===== src/verilog/udp_echo_pkg.sv =====
package udp_echo_pkg;

    localparam int DATA_W     = 32;
    localparam int IP_W       = 32;
    localparam int PORT_W     = 16;
    localparam int HDR_WORDS  = 3;
    localparam int NUM_PORTS  = 3;
    localparam int SLOT_IDX_W = 2;

    localparam logic [IP_W-1:0] LOCAL_IP = 32'h0A00_0001;

    // slot 0 sits in the low bits
    localparam logic [NUM_PORTS*PORT_W-1:0] PORT_TABLE = {16'd60001, 16'd60000, 16'd65432};

    typedef struct packed {
        logic [IP_W-1:0]    src_ip;
        logic [IP_W-1:0]    dst_ip;
        logic [PORT_W-1:0]  src_port;
        logic [PORT_W-1:0]  dst_port;
    } udp_hdr_t;

    typedef struct packed {
        logic [DATA_W-1:0]  data;
        logic               last;
    } data_beat_t;

    typedef struct packed {
        logic [PORT_W-1:0]  src_port;
        logic [PORT_W-1:0]  dst_port;
    } port_pair_t;

    // header word 2 carries both ports
    typedef union packed {
        logic [DATA_W-1:0]  raw;
        port_pair_t         ports;
    } rx_word_u;

endpackage


===== src/verilog/udp_rx_parser.sv =====
`timescale 1ns/100ps
module udp_rx_parser (
     input  logic                               clk
    ,input  logic                               rst_n

    ,input  logic                               rx_val
    ,input  logic [udp_echo_pkg::DATA_W-1:0]    rx_data
    ,input  logic                               rx_last
    ,output logic                               rx_rdy

    ,output logic                               hdr_val
    ,output udp_echo_pkg::udp_hdr_t             hdr
    ,input  logic                               hdr_rdy

    ,output logic                               data_val
    ,output udp_echo_pkg::data_beat_t           beat
    ,input  logic                               data_rdy
);
    import udp_echo_pkg::*;

    rx_word_u   word;
    logic [1:0] cnt;        // header word index
    logic       collecting;
    logic       pay;
    logic       drop;       // swallows the rest of a filtered frame

    assign word = rx_data;
    assign collecting = ~hdr_val & ~pay & ~drop;

    assign rx_rdy = collecting | drop | (pay & data_rdy);
    assign data_val = pay & rx_val;
    assign beat = '{data: word.raw, last: rx_last};

    always_ff @(posedge clk or negedge rst_n) begin
        if (!rst_n) begin
            cnt <= '0;
            hdr_val <= 1'b0;
            pay <= 1'b0;
            drop <= 1'b0;
        end else begin
            if (collecting && rx_val) begin
                if (cnt == 2'(HDR_WORDS - 1)) begin
                    cnt <= '0;
                    if (hdr.dst_ip == LOCAL_IP) hdr_val <= 1'b1;
                    else drop <= 1'b1;
                end else begin
                    cnt <= cnt + 2'd1;
                end
            end
            if (hdr_val && hdr_rdy) begin
                hdr_val <= 1'b0;
                pay <= 1'b1;
            end
            if ((pay || drop) && rx_val && rx_rdy && rx_last) begin
                pay <= 1'b0;
                drop <= 1'b0;
            end
        end
    end

    always_ff @(posedge clk) begin
        if (collecting && rx_val) begin
            case (cnt)
                2'd0: hdr.src_ip <= word.raw;
                2'd1: hdr.dst_ip <= word.raw;
                default: begin
                    hdr.src_port <= word.ports.src_port;
                    hdr.dst_port <= word.ports.dst_port;
                end
            endcase
        end
    end

    // frames carry at least one payload word after the header
    assert property (@(posedge clk) disable iff (!rst_n) (collecting && rx_val) |-> !rx_last);

endmodule


===== src/verilog/udp_port_splitter.sv =====
`timescale 1ns/100ps
module udp_port_splitter (
     input  logic                                   clk
    ,input  logic                                   rst_n

    ,input  logic                                   in_hdr_val
    ,input  udp_echo_pkg::udp_hdr_t                 in_hdr
    ,output logic                                   in_hdr_rdy

    ,input  logic                                   in_data_val
    ,input  udp_echo_pkg::data_beat_t               in_beat
    ,output logic                                   in_data_rdy

    ,output logic [udp_echo_pkg::NUM_PORTS-1:0]     out_hdr_val
    ,output udp_echo_pkg::udp_hdr_t                 out_hdr
    ,input  logic [udp_echo_pkg::NUM_PORTS-1:0]     out_hdr_rdy

    ,output logic [udp_echo_pkg::NUM_PORTS-1:0]     out_data_val
    ,output udp_echo_pkg::data_beat_t               out_beat
    ,input  logic [udp_echo_pkg::NUM_PORTS-1:0]     out_data_rdy
);
    import udp_echo_pkg::*;

    logic [NUM_PORTS-1:0]   match;
    logic [NUM_PORTS-1:0]   slot_oh;    // target of the current frame
    logic                   busy;
    logic                   drop;

    always_comb begin
        for (int i = 0; i < NUM_PORTS; i++) begin
            match[i] = in_hdr.dst_port == PORT_TABLE[i*PORT_W +: PORT_W];
        end
    end

    assign out_hdr = in_hdr;
    assign out_hdr_val = {NUM_PORTS{in_hdr_val & ~busy}} & match;
    // no match means the header is eaten here
    assign in_hdr_rdy = ~busy & (~|match | |(match & out_hdr_rdy));

    assign drop = ~|slot_oh;
    assign out_beat = in_beat;
    assign out_data_val = {NUM_PORTS{in_data_val & busy}} & slot_oh;
    assign in_data_rdy = busy & (drop | |(slot_oh & out_data_rdy));

    always_ff @(posedge clk or negedge rst_n) begin
        if (!rst_n) begin
            busy <= 1'b0;
            slot_oh <= '0;
        end else if (in_hdr_val && in_hdr_rdy) begin
            busy <= 1'b1;
            slot_oh <= match;
        end else if (in_data_val && in_data_rdy && in_beat.last) begin
            busy <= 1'b0;
        end
    end

    assert property (@(posedge clk) disable iff (!rst_n) $onehot0(out_hdr_val));

endmodule


===== src/verilog/udp_echo_slot.sv =====
`timescale 1ns/100ps
module udp_echo_slot (
     input  logic                       clk
    ,input  logic                       rst_n

    ,input  logic                       in_hdr_val
    ,input  udp_echo_pkg::udp_hdr_t     in_hdr
    ,output logic                       in_hdr_rdy

    ,input  logic                       in_data_val
    ,input  udp_echo_pkg::data_beat_t   in_beat
    ,output logic                       in_data_rdy

    ,output logic                       out_hdr_val
    ,output udp_echo_pkg::udp_hdr_t     out_hdr
    ,input  logic                       out_hdr_rdy

    ,output logic                       out_data_val
    ,output udp_echo_pkg::data_beat_t   out_beat
    ,input  logic                       out_data_rdy
);
    import udp_echo_pkg::*;

    logic busy;     // set from header until last beat leaves

    assign in_hdr_rdy = ~busy;
    assign in_data_rdy = busy & (~out_data_val | out_data_rdy);

    always_ff @(posedge clk or negedge rst_n) begin
        if (!rst_n) begin
            busy <= 1'b0;
            out_hdr_val <= 1'b0;
            out_data_val <= 1'b0;
        end else begin
            if (in_hdr_val && in_hdr_rdy) begin
                busy <= 1'b1;
                out_hdr_val <= 1'b1;
            end else if (out_hdr_val && out_hdr_rdy) begin
                out_hdr_val <= 1'b0;
            end
            if (in_data_val && in_data_rdy) out_data_val <= 1'b1;
            else if (out_data_rdy) out_data_val <= 1'b0;
            if (out_data_val && out_data_rdy && out_beat.last) busy <= 1'b0;
        end
    end

    always_ff @(posedge clk) begin
        if (in_hdr_val && in_hdr_rdy) begin
            out_hdr <= '{src_ip:   in_hdr.dst_ip,
                         dst_ip:   in_hdr.src_ip,
                         src_port: in_hdr.dst_port,
                         dst_port: in_hdr.src_port};
        end
        if (in_data_val && in_data_rdy) out_beat <= in_beat;
    end

endmodule


===== src/verilog/udp_tx_merger.sv =====
`timescale 1ns/100ps
module udp_tx_merger (
     input  logic                                                   clk
    ,input  logic                                                   rst_n

    ,input  logic [udp_echo_pkg::NUM_PORTS-1:0]                     in_hdr_val
    ,input  udp_echo_pkg::udp_hdr_t [udp_echo_pkg::NUM_PORTS-1:0]   in_hdr
    ,output logic [udp_echo_pkg::NUM_PORTS-1:0]                     in_hdr_rdy

    ,input  logic [udp_echo_pkg::NUM_PORTS-1:0]                     in_data_val
    ,input  udp_echo_pkg::data_beat_t [udp_echo_pkg::NUM_PORTS-1:0] in_beat
    ,output logic [udp_echo_pkg::NUM_PORTS-1:0]                     in_data_rdy

    ,output logic                                                   out_hdr_val
    ,output udp_echo_pkg::udp_hdr_t                                 out_hdr
    ,input  logic                                                   out_hdr_rdy

    ,output logic                                                   out_data_val
    ,output udp_echo_pkg::data_beat_t                               out_beat
    ,input  logic                                                   out_data_rdy
);
    import udp_echo_pkg::*;

    logic [SLOT_IDX_W-1:0]  sel;    // granted slot and rr pointer
    logic [SLOT_IDX_W-1:0]  pick;
    logic [SLOT_IDX_W-1:0]  cand;
    logic                   found;
    logic                   hdr_phase;
    logic                   data_phase;
    logic [NUM_PORTS-1:0]   gnt;

    // search starts one past the last served slot
    always_comb begin
        found = 1'b0;
        pick = sel;
        cand = sel;
        for (int k = NUM_PORTS; k >= 1; k--) begin
            cand = SLOT_IDX_W'((sel + k) % NUM_PORTS);
            if (in_hdr_val[cand]) begin
                found = 1'b1;
                pick = cand;
            end
        end
    end

    assign gnt = (hdr_phase | data_phase) ? ({{(NUM_PORTS-1){1'b0}}, 1'b1} << sel) : '0;

    assign out_hdr_val = hdr_phase & in_hdr_val[sel];
    assign out_hdr = in_hdr[sel];
    assign in_hdr_rdy = {NUM_PORTS{hdr_phase & out_hdr_rdy}} & gnt;

    assign out_data_val = data_phase & in_data_val[sel];
    assign out_beat = in_beat[sel];
    assign in_data_rdy = {NUM_PORTS{data_phase & out_data_rdy}} & gnt;

    always_ff @(posedge clk or negedge rst_n) begin
        if (!rst_n) begin
            sel <= '0;
            hdr_phase <= 1'b0;
            data_phase <= 1'b0;
        end else begin
            if (!hdr_phase && !data_phase && found) begin
                hdr_phase <= 1'b1;
                sel <= pick;
            end
            if (out_hdr_val && out_hdr_rdy) begin
                hdr_phase <= 1'b0;
                data_phase <= 1'b1;
            end
            if (out_data_val && out_data_rdy && out_beat.last) data_phase <= 1'b0;
        end
    end

    // locked slot holds its header until taken and offers no new one mid-frame
    assert property (@(posedge clk) disable iff (!rst_n)
        (hdr_phase || data_phase) |-> (in_hdr_val[sel] == hdr_phase));

endmodule


===== src/verilog/udp_tx_serializer.sv =====
`timescale 1ns/100ps
module udp_tx_serializer (
     input  logic                               clk
    ,input  logic                               rst_n

    ,input  logic                               hdr_val
    ,input  udp_echo_pkg::udp_hdr_t             hdr
    ,output logic                               hdr_rdy

    ,input  logic                               data_val
    ,input  udp_echo_pkg::data_beat_t           beat
    ,output logic                               data_rdy

    ,output logic                               tx_val
    ,output logic [udp_echo_pkg::DATA_W-1:0]    tx_data
    ,output logic                               tx_last
    ,input  logic                               tx_rdy
);
    import udp_echo_pkg::*;

    udp_hdr_t   hdr_q;
    logic [1:0] cnt;
    logic       hdr_phase;
    logic       pay_phase;

    assign hdr_rdy = ~hdr_phase & ~pay_phase;
    assign data_rdy = pay_phase & tx_rdy;
    assign tx_val = hdr_phase | (pay_phase & data_val);
    assign tx_last = pay_phase & beat.last;

    always_comb begin
        if (pay_phase) begin
            tx_data = beat.data;
        end else begin
            case (cnt)
                2'd0: tx_data = hdr_q.src_ip;
                2'd1: tx_data = hdr_q.dst_ip;
                default: tx_data = {hdr_q.src_port, hdr_q.dst_port};
            endcase
        end
    end

    always_ff @(posedge clk or negedge rst_n) begin
        if (!rst_n) begin
            cnt <= '0;
            hdr_phase <= 1'b0;
            pay_phase <= 1'b0;
        end else begin
            if (hdr_val && hdr_rdy) begin
                hdr_phase <= 1'b1;
                cnt <= '0;
            end
            if (hdr_phase && tx_rdy) begin
                if (cnt == 2'(HDR_WORDS - 1)) begin
                    hdr_phase <= 1'b0;
                    pay_phase <= 1'b1;
                end else begin
                    cnt <= cnt + 2'd1;
                end
            end
            if (pay_phase && data_val && tx_rdy && beat.last) pay_phase <= 1'b0;
        end
    end

    always_ff @(posedge clk) begin
        if (hdr_val && hdr_rdy) hdr_q <= hdr;
    end

    // payload words hold only if the slot registers hold them
    assert property (@(posedge clk) disable iff (!rst_n)
        (tx_val && !tx_rdy) |=> (tx_val && $stable(tx_data) && $stable(tx_last)));

endmodule


===== src/verilog/udp_echo_top.sv =====
`timescale 1ns/100ps
module udp_echo_top (
     input  logic                               clk
    ,input  logic                               rst_n

    ,input  logic                               rx_val
    ,input  logic [udp_echo_pkg::DATA_W-1:0]    rx_data
    ,input  logic                               rx_last
    ,output logic                               rx_rdy

    ,output logic                               tx_val
    ,output logic [udp_echo_pkg::DATA_W-1:0]    tx_data
    ,output logic                               tx_last
    ,input  logic                               tx_rdy
);
    import udp_echo_pkg::*;

    logic                               prs_hdr_val, prs_hdr_rdy;
    udp_hdr_t                           prs_hdr;
    logic                               prs_data_val, prs_data_rdy;
    data_beat_t                         prs_beat;

    logic [NUM_PORTS-1:0]               spl_hdr_val, spl_hdr_rdy;
    udp_hdr_t                           spl_hdr;
    logic [NUM_PORTS-1:0]               spl_data_val, spl_data_rdy;
    data_beat_t                         spl_beat;

    logic [NUM_PORTS-1:0]               slot_hdr_val, slot_hdr_rdy;
    udp_hdr_t [NUM_PORTS-1:0]           slot_hdr;
    logic [NUM_PORTS-1:0]               slot_data_val, slot_data_rdy;
    data_beat_t [NUM_PORTS-1:0]         slot_beat;

    logic                               mrg_hdr_val, mrg_hdr_rdy;
    udp_hdr_t                           mrg_hdr;
    logic                               mrg_data_val, mrg_data_rdy;
    data_beat_t                         mrg_beat;

    udp_rx_parser rx_parser (
         .clk (clk), .rst_n (rst_n)
        ,.rx_val (rx_val), .rx_data (rx_data), .rx_last (rx_last), .rx_rdy (rx_rdy)
        ,.hdr_val (prs_hdr_val), .hdr (prs_hdr), .hdr_rdy (prs_hdr_rdy)
        ,.data_val (prs_data_val), .beat (prs_beat), .data_rdy (prs_data_rdy)
    );

    udp_port_splitter rx_splitter (
         .clk (clk), .rst_n (rst_n)
        ,.in_hdr_val (prs_hdr_val), .in_hdr (prs_hdr), .in_hdr_rdy (prs_hdr_rdy)
        ,.in_data_val (prs_data_val), .in_beat (prs_beat), .in_data_rdy (prs_data_rdy)
        ,.out_hdr_val (spl_hdr_val), .out_hdr (spl_hdr), .out_hdr_rdy (spl_hdr_rdy)
        ,.out_data_val (spl_data_val), .out_beat (spl_beat), .out_data_rdy (spl_data_rdy)
    );

    for (genvar i = 0; i < NUM_PORTS; i++) begin : slot_gen
        udp_echo_slot echo_slot (
             .clk (clk), .rst_n (rst_n)
            ,.in_hdr_val (spl_hdr_val[i]), .in_hdr (spl_hdr), .in_hdr_rdy (spl_hdr_rdy[i])
            ,.in_data_val (spl_data_val[i]), .in_beat (spl_beat)
            ,.in_data_rdy (spl_data_rdy[i])
            ,.out_hdr_val (slot_hdr_val[i]), .out_hdr (slot_hdr[i])
            ,.out_hdr_rdy (slot_hdr_rdy[i])
            ,.out_data_val (slot_data_val[i]), .out_beat (slot_beat[i])
            ,.out_data_rdy (slot_data_rdy[i])
        );
    end

    udp_tx_merger tx_merger (
         .clk (clk), .rst_n (rst_n)
        ,.in_hdr_val (slot_hdr_val), .in_hdr (slot_hdr), .in_hdr_rdy (slot_hdr_rdy)
        ,.in_data_val (slot_data_val), .in_beat (slot_beat), .in_data_rdy (slot_data_rdy)
        ,.out_hdr_val (mrg_hdr_val), .out_hdr (mrg_hdr), .out_hdr_rdy (mrg_hdr_rdy)
        ,.out_data_val (mrg_data_val), .out_beat (mrg_beat), .out_data_rdy (mrg_data_rdy)
    );

    udp_tx_serializer tx_serializer (
         .clk (clk), .rst_n (rst_n)
        ,.hdr_val (mrg_hdr_val), .hdr (mrg_hdr), .hdr_rdy (mrg_hdr_rdy)
        ,.data_val (mrg_data_val), .beat (mrg_beat), .data_rdy (mrg_data_rdy)
        ,.tx_val (tx_val), .tx_data (tx_data), .tx_last (tx_last), .tx_rdy (tx_rdy)
    );

endmodule


===== config.mk =====
export PLATFORM = sky130hd
export DESIGN_NAME = udp_echo_top
export DESIGN_NICKNAME = d
export VERILOG_FILES = /design/src/verilog/udp_echo_pkg.sv /design/src/verilog/udp_rx_parser.sv /design/src/verilog/udp_port_splitter.sv /design/src/verilog/udp_echo_slot.sv /design/src/verilog/udp_tx_merger.sv /design/src/verilog/udp_tx_serializer.sv /design/src/verilog/udp_echo_top.sv
export SDC_FILE = /design/constraint.sdc
export NUM_CORES = 1
export LEC_CHECK = 0
export BUFFER_PORTS_ARGS = -buffer_cell sky130_fd_sc_hd__buf_2
export CAP_MARGIN = 0
export CORE_MARGIN = 2
export CORE_UTILIZATION = 60
export CTS_CLUSTER_DIAMETER = 200
export DETAILED_ROUTE_END_ITERATION = 16
export PLACE_DENSITY = 0.84
export SYNTH_ARGS = -nofsm -noshare
export SYNTH_HDL_FRONTEND = slang
export SYNTH_SLANG_ARGS = --single-unit

===== constraint.sdc =====
create_clock -name clk -period 9.25 [get_ports clk]
set_input_delay 0.925 -clock clk [delete_from_list [all_inputs] [get_ports clk]]
set_output_delay 0.925 -clock clk [all_outputs]
set_load 0.01 [all_outputs]

After elaboration in Yosys (flattened, before gate mapping). Cells that the tools add are included.

Reduce and logical (&&, ||, !) cells: 71. Shift-type cells: 1. $add $sub $neg: 5. Multiplexer cells: 67. Bitwise operators: 47. Magnitude comparators: 4. Eq/ne operators: 9. Div/mod/pow operators: 3.

Operator list (number): $bmux W96 S2 (1); $mod A32 B2 Y32 const B (3); $mux W96 (1); $bmux W33 S2 (1); $pmux W32 S2 (1); $eq A16 B16 Y1 const B (3); $mux W1 (48); $reduce_bool A2 Y1 (20); $mux W33 (1); $eq A32 B28 Y1 const B (1); $mux W32 (1); $logic_and A1 B1 Y1 (31); $and A1 B1 Y1 (19); $and A3 B3 Y3 (6); $mux W2 (7); $not A1 Y1 (13); $lt A2 B3 Y1 const B (4); $reduce_or A3 Y1 (4); $bmux W1 S2 (5); $reduce_and A2 Y1 (5); $or A1 B1 Y1 (9); $add A2 B2 Y3 const B (2); $reduce_and A3 Y1 (2); $add A2 B1 Y2 const B (2); other kinds (11) (17).

Register bits: 605. Bits of input ports: 37. Output and inout port bits: 35. Logic and storage cells: 254.

Logic depth before layout (Yosys ltp).
Word-level depth: 15. Mapped depth: 11.

By module. From an unflattened synthesis, not the netlist that was laid out.

Cell total of the unflattened synthesis: 1498. Area total of the unflattened synthesis: 24337.1 um^2.

Modules (own cells, without submodules): udp_echo_slot (instances 3, cells each 143, seq. area each 3948.8 um^2, area each 4013.8 um^2); udp_tx_serializer (instances 1, cells each 233, seq. area each 2982.9 um^2, area each 4287.9 um^2); udp_rx_parser (instances 1, cells each 167, seq. area each 3007.9 um^2, area each 3474.6 um^2); udp_tx_merger (instances 1, cells each 492, seq. area each 100.1 um^2, area each 3156.8 um^2); udp_port_splitter (instances 1, cells each 177, seq. area each 100.1 um^2, area each 1376.3 um^2).

Worst setup path before layout. Ideal clock, no wire load.

Path type: register -> register. From: register rx_parser.hdr[1] (netlist name). To: register rx_splitter.slot_oh[0]. Buffers on the path: 0. Data required time: 9.127 ns. Setup time: 0.123 ns. Data arrival time: 7.021 ns. Stages on the path, launching flop included: 6. Path slack: 2.106 ns. Clock period less this slack: 7.144 ns. Cells stage by stage: edfxtp_1 > nor3b_4 > nand4_4 > nor4_2 > o31ai_1 > a21o_1.

Word-level cells in the longest chain between the ends: 6. Elaborated cells between the ends (all ways): 10. Classes of those cells: 3 x eq/ne; 3 x bitwise; 4 x reduce/logical.

Ends and longest elaborated chain: from (decl) (line udp_rx_parser.sv:12) `,output udp_echo_pkg::udp_hdr_t hdr`; $eq A16 B16 Y1 (line udp_port_splitter.sv:31) `match[i] = in_hdr.dst_port == PORT_TABLE[i*PORT_W +: PORT_W];`; $and A3 B3 Y3 / $reduce_or A3 Y1 (equally long branches) (line udp_port_splitter.sv:38) `assign in_hdr_rdy = ~busy & (~|match | |(match & out_hdr_rdy));`; $reduce_or A3 Y1 / $logic_not A1 Y1 (equally long branches) (line udp_port_splitter.sv:38); $or A1 B1 Y1 (line udp_port_splitter.sv:38); $and A1 B1 Y1 (line udp_port_splitter.sv:38); $logic_and A1 B1 Y1 (line udp_port_splitter.sv:49) `end else if (in_hdr_val && in_hdr_rdy) begin`; to (signal assigned) (line udp_port_splitter.sv:51) `slot_oh <= match;`; to (decl) (line udp_port_splitter.sv:25) `logic [NUM_PORTS-1:0] slot_oh;`.

Several ways; a longest one is shown, not always the timed one. A chain may end at the register's enable or synchronous reset.

Worst setup path in the final report.
From: register tx_merger.sel[0]. To: output tx_data[15] (netlist name).

Word-level cells in the longest chain between the ends: 3.

Ends and longest elaborated chain: from (decl) (line udp_tx_merger.sv:24) `logic [SLOT_IDX_W-1:0] sel;`; from (signal assigned) (line udp_tx_merger.sv:64) `sel <= pick;`; $bmux W33 S2 (line udp_tx_merger.sv:53) `assign out_beat = in_beat[sel];`; $mux W33 (implied by the code) (line udp_tx_merger.sv:53); $mux W32 (line udp_tx_serializer.sv:32) `if (pay_phase) begin`; to (decl) (line udp_echo_top.sv:12) `,output logic [udp_echo_pkg::DATA_W-1:0] tx_data`.

No other way between the ends. The select of a mux whose other input is x is not followed.

==> summary by stage <==
Clock tree
The insertion delay to the later sink of the worst-skew pair is 0.58 ns. The maximum number of buffers from clock root to sink is 3. Buffers inserted during clock tree synthesis total 55.

Clock-pin slew was measured on the worst setup and hold paths at 0.07 ns. The number of buffers inserted by hold repair at cts is 0. The root cell of the clock tree is sky130_fd_sc_hd__clkbuf_16. The deepest level of the CTS H-tree is 2. TritonCTS built the clock tree. In this run the post-CTS setup repair buffer count came out at 0. CTS saw 605 sinks. In this run, post-CTS repair resized a total of 0 instances.

Timing
The worst pin sits at a relative slew slack of 25.9%. The shortest period the worst path allows is 4.56 ns. After layout, the worst path uses 49.3% of the clock period. The worst setup margin is 4.69 ns.

The number of endpoints failing setup at the final stage is 0. The maximum frequency from static timing analysis is 219 MHz. The worst clock skew is 0.0207 ns. The number of max-slew violations in the final report is 0.

The final count of hold timing violations is 0. Adding up every negative setup slack in the final design gives 0 ns. For the pin with the worst max-slew slack, the measured transition is 1.11 ns. Setup repair after global routing left no endpoint under its margin.

Synth
In this run, distinct cell masters in the synthesized netlist total 50. The number of nets in the synthesized netlist is 1374. Of all flip-flops after synthesis, the portion carrying an async set or reset was 4.30%. The number of warnings printed during yosys synthesis is 0. In this run, synthesis inferred 579 flip-flops with an integrated enable. Summing the sequential cell areas from Yosys gives 80.0% of the chip area. Summing every instance area after synthesis gives 22600 um2. A synthesized cell averages 16.9 um2.

The number of storage elements in the synthesis netlist is 605. Synthesis produced 1334 cells. The most used flip-flop cell after synthesis is sky130_fd_sc_hd__edfxtp_1.

Finish
Compared with the post-synthesis result, the final layout area differs by 12.1%. For this run, the post-layout net count is 1457. The layout has 2272 filler cells. Leaving out fill and tap cells, the most frequent cell in the layout is sky130_fd_sc_hd__edfxtp_1. The top cell types in the final layout, fill and taps aside, are sky130_fd_sc_hd__edfxtp_1 (579), sky130_fd_sc_hd__mux2i_1 (163), sky130_fd_sc_hd__nand2_1 (120). In the final layout, the share of cells above drive strength 1 is 13.7%.

Power and ir drop
The sequential power share is 53.9%. In this run, the combinational gates consume 8.7% of the power. The switching power share of the total is 23.6%. The ratio of total power to cell area is 239 nW/um2. The share of power burned in the clock network is 37.4%.

The leakage power figure is 8.06 nW. The switching power is 1.42 mW. Overall power consumption after layout is estimated at 6.05 mW. The peak supply drop is 220 uV. The internal power of the cells totals 4.62 mW.

Detailed routing
The total length of routed met3 wires is 3990 um. The DRC marker count from the first detailed-route iteration is 1298. The number of remaining DRC errors is 0.

Dividing the detail-routed wire length by the instance count gives 25.0 um. The met2 routed wirelength is 24700 um. The number of nets with antenna violations after detailed routing is 0. The routed layout has 12100 vias. The routed metal-1 wirelength is 18300 um. For this block, the routed nets add up to 48500 um of wire. The first detailed-routing pass ran for 6 iterations.

The detailed router used layers up to and including met4. The detail-routed via count per cell is 6.22.

Die
The die covers 39200 um2. The initial utilization of the core area, before any placement, comes to 60.5%. The standard-cell row count is 71. The chip width is 198 um. The core area is 37300 um2. Pin placement for this block handled 72 I/O pins. Measured along the y axis, the die boundary spans 198 um.

Placement
In this run the tool buffered the top-level ports with 71 buffer cells. The final estimated routing congestion in global placement is 0.811. Timing analysis after detailed placement gives a worst setup slack of 5.36 ns. The HPWL after detailed placement is 26600 um.

Setup path
At the worst endpoint, the arrival time is 3.63 ns. The critical path launch point type is a register. The capturing element type of the critical path is an output pin.

The slack of the worst reg-to-reg path is 5.34 ns. The critical-path maximum fanout is 65. The type of the worst setup path is reg2out. The required time at the worst-slack endpoint is 8.33 ns.

GRT
The residual overflow from global routing is 0. The overall global routing resource usage is 25.2%. The number of global-route vias before repair was 12400. The first global-routing pass estimated 72700 um of wire. The pin count of the biggest net entering global routing is 84. The number of antenna violations at the first check in global routing is 1.

Run status
The run finished with clean final reports.

Run
The total of max-cap violations is 0.

Min path
The min-delay analysis places its worst path in the category in2async.
==> cells in the mapped netlist (all sizes together) (3+ instances only) <==
cell	n	area share [%]
nor4b	3	0.17
a21o	13	0.43
edfxtp	579	77
or3	3	0.11
dfrtp	26	2.9
buf	27	0.58
o21ai	102	2.3
nand3	5	0.11
nand2	120	2.0
ha	3	0.17
nand4	8	0.29
inv	9	0.15
o21a	3	0.10
mux2i	163	7.2
or2	3	0.083
mux2	3	0.15
a211oi	33	1.1
a21oi	70	1.6
nor3	7	0.22
nor2	76	1.3
o22a	5	0.19
nor3b	3	0.15
nor4	7	0.22
clkbuf	40	0.67
==> area by class of cell <==
class                           instances  area [um2]  area share (%)
Sequential cell                       605       18000            71.4
Clock buffer                           68        1460            5.76
Multi-Input combinational cell        653        4270            16.9
Clock inverter                         36         355            1.40
Inverter                                9        36.3           0.143
Antenna cell                            1        2.50         0.00989
Timing Repair Buffer                   93         533            2.11
Tap cell                              474         593            2.34
==> final timing paths <==
path | startpoint | to | cells past startpoint
hold reg to reg | rx_parser.hdr[89]$_DFFE_PP_ | slot_gen[1].echo_slot.out_hdr[57]$_DFFE_PP_ | 0
setup / recovery | tx_merger.sel[0]$_DFFE_PN0P_ | tx_data[15] | 6
hold / removal | rst_n | tx_merger.sel[0]$_DFFE_PN0P_ | 1
setup reg to reg | tx_merger.sel[0]$_DFFE_PN0P_ | tx_serializer.hdr_q[9]$_DFFE_PP_ | 6
min in group clk | rx_parser.hdr[89]$_DFFE_PP_ | slot_gen[1].echo_slot.out_hdr[57]$_DFFE_PP_ | 0
max in group asynchronous | rst_n | tx_merger.sel[1]$_DFFE_PN0P_ | 1
==> flip-flops by register name, summed over array words and instances, names as in the netlist, 2 cells and up <==
name	count
tx_serializer.cnt	2
rx_parser.cnt	2
tx_merger.sel	2
rx_splitter.slot_oh	3
slot_gen.echo_slot.busy	3
slot_gen.echo_slot.out_hdr	288
tx_serializer.hdr_q	96
slot_gen.echo_slot.out_hdr_val	3
slot_gen.echo_slot.out_beat	99
slot_gen.echo_slot.out_data_val	3
rx_parser.hdr	96
==> stage by stage <==
step / util [%] / hold WS [ns] / instances / instance area [um2]
6_report: 67.8 / 0.359 / 1939 / 25300
3_3_place_gp: 62.9 / 0.441 / 1834 / 23500
5_1_grt: 67.8 / 0.390 / 1938 / 25300
2_1_floorplan: - / 0.440 / 1334 / 22600
3_5_place_dp: 62.9 / 0.454 / 1834 / 23500
4_1_cts: 67.8 / 0.354 / 1938 / 25300
==> logic make-up after synthesis <==
family,count (synthesis),share of synthesized area (%)
and+or+nand+nor,247,5.08
buffers and inverters,76,1.39
DFF,605,80.0
adders and majority gates,3,0.166
muxes,166,7.38
AOI/OAI and AO/OA,237,6.02
==> worst max-delay path, stage by stage (launching register included) <==
cell and delay, ns:
sky130_fd_sc_hd__dfrtp_4 0.67, sky130_fd_sc_hd__buf_4 0.67, sky130_fd_sc_hd__nor2b_4 0.28, sky130_fd_sc_hd__buf_4 0.71
sky130_fd_sc_hd__a21oi_1 0.20, sky130_fd_sc_hd__a21oi_1 0.24, sky130_fd_sc_hd__buf_2 0.17
==> power groups by stage <==
stage	Sequential, mW	Clock [mW]	Combinational [mW]
after global placement	3.29	0	0.508
final	3.26	2.26	0.526
after detailed placement	3.31	0	0.520
after global routing	3.26	2.38	0.563
after CTS	3.25	2.29	0.527
after floorplan	3.23	0	0.337
==> routing by layer <==
layer,global-route usage (%),up-vias
met5,0,-
met4,9.52,0
met3,4.50,93
met2,43.0,650
met1,32.6,6031
li1,-,5283
(Power assumes the default switching activity.)
